File: config.mk
export PLATFORM = sky130hd
export DESIGN_NAME = neopixelPixelBuffer
export DESIGN_NICKNAME = d
export VERILOG_FILES = /design/src/hw/neopixel_pkg.sv /design/src/hw/neopixel_pixel_buffer.sv
export VERILOG_INCLUDE_DIRS = /design/src /design/src/include
export SDC_FILE = /design/constraint.sdc
export NUM_CORES = 1
export LEC_CHECK = 0
export ABC_AREA = 1
export BUFFER_PORTS_ARGS = -buffer_cell sky130_fd_sc_hd__buf_2
export CORE_MARGIN = 10
export CORE_UTILIZATION = 30
export CTS_CLUSTER_SIZE = 10
export DETAILED_ROUTE_END_ITERATION = 12
export HOLD_SLACK_MARGIN = 0.08
export PLACE_DENSITY = 0.6
export SLEW_MARGIN = 30
export SYNTH_ARGS = -nofsm -noshare
export SYNTH_HDL_FRONTEND = slang
export SYNTH_SLANG_ARGS = --single-unit
File: constraint.sdc
create_clock -name clk -period 1.4 [get_ports clk]
set_input_delay 0.21 -clock clk [delete_from_list [all_inputs] [get_ports clk]]
set_output_delay 0.21 -clock clk [all_outputs]
set_load 0.02 [all_outputs]
File: src/include/neopixel_config.svh
`ifndef NEOPIXEL_CONFIG_SVH
`define NEOPIXEL_CONFIG_SVH

// highest byte address of the pixel buffer
// 15 gives four pixels in 32-bit mode or sixteen pixels in 8-bit mode
`define BUFFER_END 15

// clocks spent in one slot of a bit pattern
`define SLOT_CYCLES 4

// clocks the line stays low after the last bit so the strip latches the frame
`define LATCH_CYCLES 200

// eight slots per data bit, slot 0 sits in the LSB and goes out first
// a one keeps the line high for five slots
`define PATTERN_ONE 8'b00011111

// a zero keeps the line high for only two slots
`define PATTERN_ZERO 8'b00000011

// with the default slot length one bit takes 32 clocks
// both patterns start high, so every bit begins with a rising edge on the line

`endif

File: src/hw/neopixel_pkg.sv
`include "neopixel_config.svh"

package neopixelPkg;

  typedef logic [7:0] pixelByte_t; // one byte of the buffer

  // byte address, wide enough to reach BUFFER_END
  typedef logic [$clog2(`BUFFER_END + 1)-1:0] bufferIndex_t;

  // the whole frame as one packed vector of bytes
  typedef pixelByte_t [`BUFFER_END:0] pixelArray_t;

  typedef logic [1:0] channel_t;   // 0 green, 1 blue, 2 red
  typedef logic [2:0] bitIndex_t;  // bit 0 of a channel is sent first
  typedef logic [2:0] slotIndex_t; // slot inside the eight slot pattern

  typedef enum logic [1:0] {
    IDLE,     // waiting for a start pulse
    TRANSMIT, // shifting the pixel bits out on the line
    LATCH     // line held low so the strip takes over the frame
  } seqState_t;

  // where the sequencer is inside the frame
  typedef struct packed {
    bufferIndex_t pixelIndex;      // byte address of the current pixel
    channel_t     channelIndex;    // colour channel being sent
    bitIndex_t    pixelBitIndex;   // bit inside the channel
    slotIndex_t   bitPatternIndex; // slot inside the bit pattern
  } streamPosition_t;

  // one byte write into the buffer, the enable is a single cycle strobe
  typedef struct packed {
    logic         enable;
    bufferIndex_t address;
    pixelByte_t   data;
  } pixelWrite_t;

endpackage

File: src/hw/neopixel_pixel_buffer.sv
`timescale 1ns/1ns
`include "neopixel_config.svh"

// frame storage, one byte per address
// the sequencer holds busy during a frame so the data cannot change under the encoder
module neopixelPixelBuffer (
  input  logic                     clk,
  input  logic                     reset,
  input  neopixelPkg::pixelWrite_t pixelWrite, // byte write strobe from outside
  input  logic                     busy,       // frame in progress
  output neopixelPkg::pixelArray_t pixels      // whole frame to the encoder
);

  logic inRange;     // address falls inside the buffer
  logic writeAccept; // write really lands in the array

  // the address type may be wider than the buffer when BUFFER_END+1 is not a power of two
  assign inRange = int'(pixelWrite.address) <= `BUFFER_END;

  // writes are dropped while a frame is sent or when they point past the end
  assign writeAccept = pixelWrite.enable && inRange && !busy;

  always_ff @(posedge clk) begin
    if (reset) begin
      pixels <= '0; // every pixel starts dark
    end else if (writeAccept) begin
      pixels[pixelWrite.address] <= pixelWrite.data; // visible on the next edge
    end
  end

  // in 32-bit mode every fourth byte is padding and is simply never read
  // in 8-bit mode each byte is a full pixel, so all addresses get used

  // no byte may change while the sequencer reports a frame in progress
  // busy comes from the sequencer, so this ties the two blocks together
  noWriteWhileBusy: assert property (
    @(posedge clk) disable iff (reset)
    busy |=> $stable(pixels)
  ) else $error("pixel buffer changed during a frame");

endmodule

==> out/qor.yml <==
routing:
  wirelength_um: 18500
  drc_errors: 0
  routedWlPerCell_um: 14.09
  first_pass_iters: 5
  drt.antenna.violating_nets: 0
  vias_per_cell: 4.249
  drt-initial-drc-count: 279
  vias: 5579
power:
  report.power.total_mw: 8.494
  net_switching_fraction_of_the_power_pct: 24.59
  pwr-share-seq_pct: 43.8
  netSwitchingPower_mw: 2.089
  vdd_ir_drop_max_v: 0.0007659
  share_clk_of_total_power_pct: 47.6
  power.density_cell_area_nw_per_um2: 1126
  leakage_nw: 4.009
  internal-power_mw: 6.405
  power_frac_comb_pct: 8.6
placed_design:
  placement.cell_area_sq_um: 6925
  gp_congestion: 0.7829
  count_of_buffers_inserted_at_the_top_level_ports: 143
  detailedPlacementHpwl_um: 12820
  placedCellCount: 1273
critical_path:
  timing.critical_path.buf_inv: 1
  reg2reg_setup_slack_ps: 740
  rr_endpoint: "pixels[4]$_SDFFE_PP0P_"
  critPathMaxStageDelay_ps: 370
  cp-start-kind: "register"
  crit_required_ps: 1190
  reg2reg_from: "pixels[4]$_SDFFE_PP0P_"
  cp_slowest_cell: "sky130_fd_sc_hd__dfxtp_1"
  worst-path-max-fanout: 2
  crit_path_end: "pixels[4]"
  r2r_cells: 4
  crit_path_start: "pixels[4]$_SDFFE_PP0P_"
  crit_path_cell_trace: "buf_2"
  setup.worst_path.class: "reg -> out"
  worst_setup_path_end_kind: "output pin"
  cp.arrival_ps: 970
  number_of_gates_on_the_worst_path_with_buffers_counted: 1
  worst_path_dominant_cell_family: "flip-flops"
clock_tree:
  postCtsResizedCells: 0
  clock_latency_ps: 410
  numClockSinks: 128
  cts_tree: "built"
  ctsHtreeMaxLevel: 4
  library_cell_used_as_clock_root_buffer: "sky130_fd_sc_hd__clkbuf_16"
  clkSlewWorstSetupHoldPaths_ps: 60
  cts_inserted_buffers: 17
  cts-root-to-sink-buffers: 2
worst_hold_path:
  hold_class: "in -> reg"
synthesis:
  yosys.area.top_type_share_pct: 45.21
  postSynthCellCount: 900
  syn_nets: 916
  synth.largest_area_cell: "sky130_fd_sc_hd__dfxtp_1"
  postSynthAreaPerCell_sq_um: 6.298
  synth_sequential_area_ratio_pct: 45.21
  netlist-cell-type-count: 13
  netlist_area_sq_um: 5668
  synth.ff_latch_count: 128
  yosysWarnings: 0
  post_synth_main_area_contributors: "sky130_fd_sc_hd__dfxtp_1 45%, sky130_fd_sc_hd__nand2_1 15%, sky130_fd_sc_hd__inv_1 12%"
timing:
  setup_viol_count_final: 0
  final.period_utilization_pct: 84.03
  tightestPinTransition_ps: 409.0
  final.setup.tns_ps: 0
  worst_slew_margin_rel_pct: 72.66
  rsz0062_at_grt: "no"
  report.final.slew_viol_count: 0
  finalHoldViolations: 0
  fin_crit_ps: 1176
  fmax_mhz: 850.1
  clock-skew-final_ps: 0
floorplan:
  core-area_sq_um: 18640
  chipWidth_um: 157.5
  die_h_um: 157.5
  ios: 144
  design.die.area_sq_um: 24790
  floorplan.initialDensity_pct: 30.40
  rows: 50
grt:
  grt_remaining_overflow: 0
  number_of_antenna_violations_at_the_first_check_in_global_routing: 1
  grt_first_pass_wirelength_um: 29150
  first_global_vias: 5351
  grt_use_total_pct: 15.10
  grt_start_max_net_pins: 53
final_layout:
  post_layout_nonfiller_instances: 1313
  layout-area-overhead-vs-synth_pct: 33.13
  post_route_cells_drive_above_1_share_pct: 20.98
  largest_register_ff_count: 128
  reg.largest.list: "pixels (128)"
  fin_nets: 1082
  max_flop_register: "pixels"
  total_non_filler_cell_area_in_the_finished_layout_sq_um: 7546
  fin_util_pct: 40.48
flow_run:
  cap_viol_max_count: 0
outcome:
  outcome: "completed"
==> final cells by class <==
cell class              instances  area [sq um]
diodes                          2         5.005
multi-input cells             544          2242
fillers                      1991         11100
flip-flops and latches        128          2562
clock buffers                  25         505.5
inverters                     179         674.4
repair buffers                196          1234
clock inverters                 5         30.03
well taps                     234         292.8
==> logic make-up (layout without fill, tap and decap cells) <==
| kind of cell | Yosys count | after routing | synth area share [%] |
|---|---|---|---|
| buf+inv | 228 | 405 | 15.36 |
| flops | 128 | 128 | 45.21 |
| other cells | 0 | 2 | 0 |
| simple gates | 528 | 528 | 38.01 |
| compound gates | 16 | 16 | 1.413 |
==> per-stage QoR <==
stage | hold slack (ps) | worst slack, ps
detailed placement | 463.9 | 12.83
finish | 148.3 | 223.6
CTS | 127.3 | 203.0
global route | 143.7 | 178.7
floorplan | 344.9 | 259.7
global placement | 459.1 | 83.12
==> how the worst min path moves through the flow <==
stage	end	from	cells after the start	slack [ps]
2_1_floorplan	pixels[0]$_SDFFE_PP0P_	pixelWrite[0]	2	340
3_3_place_gp	pixels[118]$_SDFFE_PP0P_	pixels[118]$_SDFFE_PP0P_	2	460
3_5_place_dp	pixels[109]$_SDFFE_PP0P_	pixels[109]$_SDFFE_PP0P_	2	460
4_1_cts	pixels[121]$_SDFFE_PP0P_	reset	4	130
5_1_grt	pixels[118]$_SDFFE_PP0P_	reset	4	140
6_report	pixels[121]$_SDFFE_PP0P_	reset	4	150
==> cell usage in the layout, fill, tap and decap left out, drive strengths merged <==
cell type / count
diode: 2
nor2: 182
inv: 179
buf: 188
clkinvlp: 2
nand3: 122
clkbuf: 25
nand2: 224
a21oi: 16
clkinv: 3
dfxtp: 128
dlygate4sd3: 8
==> metal layers <==
metal / share of wire (%) / wire length (um) / global-route usage (%)
met5: 0 / 0 / 0
met4: 0.77 / 142 / 4.141
met3: 8.8 / 1631 / 5.841
met2: 44 / 8126 / 23.36
met1: 46 / 8601 / 19.13
==> cells in the mapped netlist <==
library cell and count:
sky130_fd_sc_hd__nand2_2 1, sky130_fd_sc_hd__dfxtp_1 128, sky130_fd_sc_hd__inv_1 179, sky130_fd_sc_hd__nand3_2 1, sky130_fd_sc_hd__a21oi_1 16, sky130_fd_sc_hd__nand3_1 121
sky130_fd_sc_hd__nand2_1 223, sky130_fd_sc_hd__nor2_2 5, sky130_fd_sc_hd__nor2_1 177, sky130_fd_sc_hd__buf_4 1, sky130_fd_sc_hd__clkbuf_1 36, sky130_fd_sc_hd__buf_2 9
sky130_fd_sc_hd__buf_1 3
==> power groups by stage <==
stage	Clock (mW)	Sequential (mW)	Combinational [mW]
finish	4.04	3.72	0.733
detailed placement	0	3.80	0.721
global placement	0	3.80	0.719
global route	4.30	3.72	0.819
floorplan	0	3.85	0.359
CTS	4.17	3.72	0.741
==> what timing repair did <==
item	4_1_cts	5_1_grt
hold buffers	8	0
endpoints found under the hold margin	16	0
buffers inserted	0	0
(Power assumes the default switching activity.)
