File: src/include/neopixel_config.svh
`ifndef NEOPIXEL_CONFIG_SVH
`define NEOPIXEL_CONFIG_SVH

// highest byte address of the pixel buffer
// 15 gives four pixels in 32-bit mode or sixteen pixels in 8-bit mode
`define BUFFER_END 15

// clocks spent in one slot of a bit pattern
`define SLOT_CYCLES 4

// clocks the line stays low after the last bit so the strip latches the frame
`define LATCH_CYCLES 200

// eight slots per data bit, slot 0 sits in the LSB and goes out first
// a one keeps the line high for five slots
`define PATTERN_ONE 8'b00011111

// a zero keeps the line high for only two slots
`define PATTERN_ZERO 8'b00000011

// with the default slot length one bit takes 32 clocks
// both patterns start high, so every bit begins with a rising edge on the line

`endif

File: src/hw/neopixel_pkg.sv
`include "neopixel_config.svh"

package neopixelPkg;

  typedef logic [7:0] pixelByte_t; // one byte of the buffer

  // byte address, wide enough to reach BUFFER_END
  typedef logic [$clog2(`BUFFER_END + 1)-1:0] bufferIndex_t;

  // the whole frame as one packed vector of bytes
  typedef pixelByte_t [`BUFFER_END:0] pixelArray_t;

  typedef logic [1:0] channel_t;   // 0 green, 1 blue, 2 red
  typedef logic [2:0] bitIndex_t;  // bit 0 of a channel is sent first
  typedef logic [2:0] slotIndex_t; // slot inside the eight slot pattern

  typedef enum logic [1:0] {
    IDLE,     // waiting for a start pulse
    TRANSMIT, // shifting the pixel bits out on the line
    LATCH     // line held low so the strip takes over the frame
  } seqState_t;

  // where the sequencer is inside the frame
  typedef struct packed {
    bufferIndex_t pixelIndex;      // byte address of the current pixel
    channel_t     channelIndex;    // colour channel being sent
    bitIndex_t    pixelBitIndex;   // bit inside the channel
    slotIndex_t   bitPatternIndex; // slot inside the bit pattern
  } streamPosition_t;

  // one byte write into the buffer, the enable is a single cycle strobe
  typedef struct packed {
    logic         enable;
    bufferIndex_t address;
    pixelByte_t   data;
  } pixelWrite_t;

endpackage

File: src/hw/neopixel_stream.sv
`timescale 1ns/1ns
`include "neopixel_config.svh"

// serial encoder
// picks the channel byte for the current position and drives the slot pattern
module neopixelStream (
  input  neopixelPkg::pixelArray_t     pixels,
  input  neopixelPkg::seqState_t       state,
  input  neopixelPkg::streamPosition_t position,
  input  logic                         mode32Latched, // 1 selects four bytes per pixel
  input  logic                         run,           // line enable
  output logic                         neoData        // serial line to the strip
);

  localparam int INDEX_BITS = $bits(neopixelPkg::bufferIndex_t);

  neopixelPkg::bufferIndex_t channelAddress; // byte of the channel in 32-bit mode
  neopixelPkg::pixelByte_t   channelByte;    // that byte as stored
  neopixelPkg::pixelByte_t   packedByte;     // whole pixel in 8-bit mode
  neopixelPkg::pixelByte_t   colourValue;    // channel value, bit 0 goes out first
  logic [7:0]                pattern;        // slot pattern for the current bit

  // pixel base has its two low bits clear, the channel index fills them in
  assign channelAddress = {position.pixelIndex[INDEX_BITS-1:2], position.channelIndex};
  assign channelByte    = pixels[channelAddress];
  assign packedByte     = pixels[position.pixelIndex];

  always_comb begin
    colourValue = '0;
    if (mode32Latched) begin
      // reverse the byte so bit index 0 picks the MSB
      // the fourth byte of each pixel is never addressed
      for (int i = 0; i < 8; i++) begin
        colourValue[i] = channelByte[7 - i];
      end
    end else begin
      // packed source is blue [7:6], green [5:3], red [2:0]
      // each field lands sparsely in the channel with its high bit sent first
      case (position.channelIndex)
        2'd1: begin
          colourValue = {4'b0000, packedByte[6], 2'b00, packedByte[7]}; // 2 bits blue
        end
        2'd2: begin
          colourValue = {2'b00, packedByte[0], 1'b0, packedByte[1], 2'b00, packedByte[2]};
        end
        default: begin
          // green, also covers the unused channel 3
          colourValue = {2'b00, packedByte[3], 1'b0, packedByte[4], 1'b0, packedByte[5], 1'b0};
        end
      endcase
    end
  end

  // long high time for a one, short for a zero
  assign pattern = colourValue[position.pixelBitIndex] ? `PATTERN_ONE : `PATTERN_ZERO;

  always_comb begin
    if (state == neopixelPkg::TRANSMIT && run) begin
      neoData = pattern[position.bitPatternIndex]; // follows the slot counter directly
    end else begin
      // idle, latch or stopped, the line stays low
      neoData = 1'b0;
    end
  end

  // with run low the sequencer still walks the frame with full timing
  // so frameDone arrives at the same time as in a visible frame
  // the encoder holds no state, every change of position shows on the line at once

endmodule

File: config.mk
export PLATFORM = sky130hd
export DESIGN_NAME = neopixelStream
export DESIGN_NICKNAME = d
export VERILOG_FILES = /design/src/hw/neopixel_pkg.sv /design/src/hw/neopixel_stream.sv
export VERILOG_INCLUDE_DIRS = /design/src /design/src/include
export SDC_FILE = /design/constraint.sdc
export NUM_CORES = 1
export LEC_CHECK = 0
export ABC_AREA = 1
export BUFFER_PORTS_ARGS = -buffer_cell sky130_fd_sc_hd__buf_2
export CORE_UTILIZATION = 44
export DETAILED_ROUTE_END_ITERATION = 8
export GPL_TIMING_DRIVEN = 0
export PLACE_DENSITY = 0.81
export SLEW_MARGIN = 20
export SYNTH_ARGS = -nofsm -noshare
export SYNTH_HDL_FRONTEND = slang
export SYNTH_SLANG_ARGS = --single-unit
File: constraint.sdc
create_clock -name vclk -period 2.8
set_input_delay 0.7 -clock vclk [all_inputs]
set_output_delay 0.7 -clock vclk [all_outputs]
set_load 0.03 [all_outputs]
==> out/results.ini, run 1 <==
[status]
status = finished with violations
violations = setup timing

[yosys]
yosys.area_share.simple_pct = 58.4
synthAdderAreaFrac_pct = 0.871
netlist_area_mm2 = 0.00287
synthMuxAreaShare_pct = 0
synth_cell_types = 22
netlist.top_cell.by_area = nand2_1
synth_cells = 635
synthDominantCellAreaShare_pct = 27.2
synth_top_family_by_area = simple AND/OR/NAND/NOR gates
synth_xor_area_share_pct = 0
synth-compound-area-share_pct = 21.6
ys_warn_count = 0
synthTopCellsByArea = nand2_1 (27%), nand3_1 (21%), o21ai_0 (11%), nor2_1 (9.7%), inv_1 (8.0%)
syn_nets = 781
seq_area_frac_synth_pct = 0
avgSynthCellArea_um2 = 4.52

[setup_path]
cpMostUsedCell = nand2_1
worstPathRequired_ps = 2100
end_kind = primary output
cp_slowest_stage_delay_ps = 140
crit_end = neoData
crit_chain = buf_12 > buf_16 > buf_12 > buf_12 > nand2_1 > nand3_1 > nand3_1 > nand2_1 > nand2_1 > nand3_2 > a21oi_2 > nand2_1 > a21oi_2 > nand2_1 > nand3_1 > nand2_1 > inv_2 > buf_6
startpoint = position[8]
crit_cells = 18
worstSetupStartpointType = primary input
cp_max_fo = 5
worst_path_max_delay_cell = a21oi_2
timing.critical_path.buf_inv = 6
arrival_ps = 2380
crit_family = simple AND/OR/NAND/NOR gates
critPathKind = in2out

[detailed_routing]
wl_mm = 15.1
drt_iter0_drc = 725
dr.pass1.iters = 6
vias = 5245
final_antenna_net_count = 0
drcViolationCount = 0
viasPerCell = 6.02
avgRoutedWirePerCell_um = 17.4

[sta]
fin_crit_sh_pct = 110
tightestPinTransition_ps = 536
rsz0062_at_grt = true
finalHoldViolCount = 0
fin_crit_ps = 3080
setup_slack_ps = -283
clock.fmax_ghz = 0.324
slew_viol_final = 0
setup_viol = 1
maxSlewHeadroom_pct = 64.3

[flow_run]
cap_violations = 0

[worst_hold_path]
hold_path_class = in2out

[final_layout]
nFillCells = 626
flops_and_latches = 0
layout_common_cells = nand2_1 (201), buf_2 (149), nand3_1 (110)
area_growth_pct = 47.3
regArea_um2 = 0
fin_area_mm2 = 0.00423
n_clock_buffer = 0
fin_nets = 942
final_common_cell = nand2_1
final_util_pct = 67.0
drive_above_1_share_pct = 30.2
diodes = 0
finalNonFillerCells = 871

[clock_network]
postCtsHoldBufs = 0

[die]
std_cell_rows = 29
die-area_mm2 = 0.00686
dieWidth_um = 82.8
coreArea_mm2 = 0.00631
die_h_um = 82.8
initial_core_util_pct = 45.5
pin_count = 145

[pwr]
clockPowerShare_pct = 0
powerDensity_mw_per_mm2 = 169
pwr-share-seq_pct = 0
pwr-share-comb_pct = 100.0
power.leakage_nw = 2.39
sw_frac_of_total_pct = 57.3
cell_internal_pwr_mw = 0.305
peakVddDrop_uv = 130
p_switching_mw = 0.409

[place]
post-place-cells = 854
place_area_mm2 = 0.00369
detailed_place_hpwl_mm = 10.3
gp_congestion = 0.976
io_buffers = 142

[grt]
antenna_found_initial = 0
busiest_layer = met2
grt_usage_pct = 41.1
grt_pass1_wl_mm = 23.2
met1_usage_pct = 51.8
grt_max_degree = 11
grt_pass1_vias = 4805
grt-ovfl-total = 0
grtUsageMet2_pct = 68.4
met3_usage_pct = 3.98

[kinds of logic (layout without fill, tap and decap cells)]
| group | Yosys count | count (layout) |
|---|---|---|
| simple gates | 405 | 405 |
| buf+inv | 115 | 274 |
| compound gates | 113 | 113 |
| fa+ha+maj | 2 | 2 |
[power groups by stage]
| stage | sequential (mW) | clock [mW] | combinational, mW |
|---|---|---|---|
| final | 0 | 0 | 0.714 |
| after floorplan | 0 | 0 | 0.348 |
| after global routing | 0 | 0 | 0.762 |
| after global placement | 0 | 0 | 0.574 |
| after CTS | 0 | 0 | 0.666 |
| after detailed placement | 0 | 0 | 0.584 |
[per-layer routing]
| metal | part of all wire [%] | wire length (um) |
|---|---|---|
| met2 | 44 | 6630 |
| met1 | 36 | 5460 |
| met3 | 14 | 2120 |
| met5 | 0 | 0 |
| met4 | 6.1 | 926 |
[what timing repair did]
| action | CTS | global route |
|---|---|---|
| pin swaps | 29 | 12 |
| buffers inserted | 11 | 1 |
| endpoints found under the setup margin | 1 | 1 |
| resized for setup | 93 | 27 |
| gates cloned | 5 | 0 |
[final cells by class]
type                            instances  area, um2  share of cell area (%)
Tap cell                               77       96.3                    2.28
Inverter                               64        251                    5.94
Timing Repair Buffer                  159        935                    22.1
Buffer                                 51        520                    12.3
Multi-Input combinational cell        520       2430                    57.4
[cell usage after synthesis (all sizes together)]
cell type	count
clkinv	1
a21oi	25
o22ai	3
inv	63
nor2	74
buf	45
or2	1
o21a	1
nor3	1
nand3	120
clkbuf	6
o21ai	67
ha	2
nand3b	1
nand2	208
o221ai	5
o211ai	12
[worst min-delay path by stage]
stage                     slack [ps]   startpoint  endpoint  cells after the start
final                           1850     state[1]   neoData                      6
after global routing            1890  position[0]   neoData                      6
after CTS                       1830     state[1]   neoData                      6
after detailed placement        1870     state[1]   neoData                      6
after global placement          1850     state[1]   neoData                      6
after floorplan                 1630          run   neoData                      4
[per-stage QoR]
| step | hold slack, ps | total power, mW | setup slack [ps] | TNS (ps) |
|---|---|---|---|---|
| final | 1850 | 0.714 | -283 | -283 |
| after global routing | 1890 | 0.762 | -419 | -419 |
| after CTS | 1830 | 0.666 | -194 | -194 |
| after detailed placement | 1870 | 0.584 | -523 | -523 |
| after global placement | 1850 | 0.574 | -486 | -486 |
| after floorplan | 1630 | 0.348 | 38.6 | 0 |
Note: power is estimated with default switching activity, not from simulation.
==> run 2, diff against run 1 <==
- ABC_CLOCK_PERIOD_IN_PS: unset -> 2800
- BUFFER_PORTS_ARGS: -buffer_cell sky130_fd_sc_hd__buf_2 -> -buffer_cell sky130_fd_sc_hd__buf_4
==> run 2 against run 1 <==
  * Combinational power increased by 10%
  * First-iteration DRC count rose by 8.1%
  * Critical endpoint unchanged
  * Sequential cell count stayed put
  * Total power is 10% higher
  * Via count grew 1.4%
  * The flow still finishes with violations (setup timing)
  * Worst hold slack got worse by 29 ps
  * Non-clock buffer count fell by 4
  * Cell count down 0.46%
==> out/results.ini, run 2 (same netlist as run 1, synthesis figures left out) <==
[status]
status = finished with violations
violations = setup timing

[die]
coreArea_mm2 = 0.00631  ; unchanged
die-area_mm2 = 0.00686  ; unchanged
die_h_um = 82.8  ; unchanged
initial_core_util_pct = 45.5  ; unchanged
pin_count = 145  ; unchanged
dieWidth_um = 82.8  ; unchanged
std_cell_rows = 29  ; unchanged

[pwr]
powerDensity_mw_per_mm2 = 169  ; +0.19%
power.leakage_nw = 2.54  ; +6.2%
peakVddDrop_uv = 123  ; -5.5%
p_total_mw = 0.788  ; +10%

[final_layout]
n_clock_buffer = 0  ; unchanged
flops_and_latches = 0  ; unchanged
drive_above_1_share_pct = 29.4  ; -0.86 points
final_common_cell = nand2_1
diodes = 0  ; unchanged
area_growth_pct = 62.2
fin_nets = 938  ; -0.42%
final_util_pct = 73.8  ; +6.8 points
layout_common_cells = nand2_1 (206), buf_4 (146), nand3_1 (112)
regArea_um2 = 0  ; unchanged
nFillCells = 545  ; -13%

[sta]
setup_slack_ps = -398  ; -115 ps
fin_crit_sh_pct = 114  ; +4.1 points
fin_crit_ps = 3200  ; +115 ps
tightestPinTransition_ps = 461  ; -75.3 ps
slew_viol_final = 0  ; unchanged
rsz0062_at_grt = true
clock.fmax_ghz = 0.313  ; -3.6%
setup_viol = 1  ; unchanged
maxSlewHeadroom_pct = 69.3  ; +5.0 points
finalHoldViolCount = 0  ; unchanged

[detailed_routing]
final_antenna_net_count = 0  ; unchanged
avgRoutedWirePerCell_um = 17.8  ; +2.6%
drt_iter0_drc = 784  ; +8.1%
dr.pass1.iters = 6  ; unchanged
drcViolationCount = 0  ; unchanged
wl_mm = 15.5  ; +2.2%
vias = 5318  ; +1.4%
viasPerCell = 6.13  ; +1.9%

[setup_path]
worstPathRequired_ps = 2100  ; about the same
cp_slowest_stage_delay_ps = 260  ; +120 ps
end_kind = primary output
crit_chain = buf_6 > inv_6 > buf_8 > bufbuf_16 > a21oi_1 > o21ai_1 > nand3_1 > nand3_1 > nand2_1 > nand2_1 > nand2_1 > nand2_1 > nand2_1 > nand2_1 > nand3_1 > nand2_1 > inv_2 > buf_6
arrival_ps = 2500  ; +120 ps
timing.critical_path.buf_inv = 6  ; unchanged
crit_family = simple AND/OR/NAND/NOR gates
worst_path_max_delay_cell = bufbuf_16
cp_max_fo = 8  ; +3
cpMostUsedCell = nand2_1
worstSetupStartpointType = primary input
critPathKind = in2out

[clock_network]
postCtsHoldBufs = 0  ; unchanged

[place]
io_buffers = 142  ; unchanged
gp_congestion = 0.943  ; -3.3%
detailed_place_hpwl_mm = 10.5  ; +1.4%

[grt]
grt_usage_pct = 40.3  ; -0.84 points
grt_pass1_vias = 4804  ; -0.021%
grt-ovfl-total = 0  ; unchanged
grt_pass1_wl_mm = 22.8  ; -1.7%
antenna_found_initial = 0  ; unchanged
grt_max_degree = 11  ; unchanged

[flow_run]
cap_violations = 0  ; unchanged

[worst_hold_path]
hold_path_class = in2out

## run 2: cell count changes in the layout (fill, tap and decap cells not counted), moves of 3 or more
| cell | change |
|---|---|
| buf_16 | -3 |
| buf_2 | -141 |
| buf_4 | +130 |
| clkbuf_16 | +6 |
| nand2_1 | +5 |
| nand2_2 | -5 |
| nor2_1 | -3 |
| nor2_2 | +3 |
| o21ai_0 | -16 |
| o21ai_1 | +17 |
## run 2: what timing repair did
item | CTS | global route
pin swaps | 8 | 26
buffers inserted | 1 | 2
setup endpoints to repair | 1 | 1
cloned | 4 | 6
gates resized for setup | 87 | 61
## run 2: area by class of cell
class                      count  area (um2)  area share (%)
timing repair buffer         155        1310            28.2
inverter                      64         265            5.69
buffer                        51         572            12.3
multi-input combinational    520        2410            51.8
tap                           77        96.3            2.07
## run 2: worst paths after layout
check	cells past startpoint	endpoint	slack (ps)	startpoint
hold / removal	6	neoData	1820	state[1]
setup / recovery	18	neoData	-400	position[6]
## run 2: where the power goes
part	total, mW	internal [mW]	switching (mW)
clock network	0	0	0
logic	0.788	0.372	0.416
registers	0	0	0
## run 2: metal layers
layer	global-route usage (%)	vias to the layer above	routed length, um
met5	0	-	0
li1	-	2375	-
met1	52.0	2307	5570
met2	65.6	543	6860
met4	19.1	0	663
met3	5.86	93	2370
## run 2: through the flow
step | hold slack, ps | setup slack [ps] | std cells | cell area, um2 | setup TNS, ps
2_1_floorplan | 1630 | 38.6 | 635 | 2890 | 0
3_3_place_gp | 1850 | -471 | 854 | 4050 | -471
3_5_place_dp | 1850 | -506 | 854 | 4050 | -506
4_1_cts | 1830 | -191 | 859 | 4320 | -191
5_1_grt | 1870 | -488 | 867 | 4660 | -488
6_report | 1820 | -398 | 867 | 4660 | -398
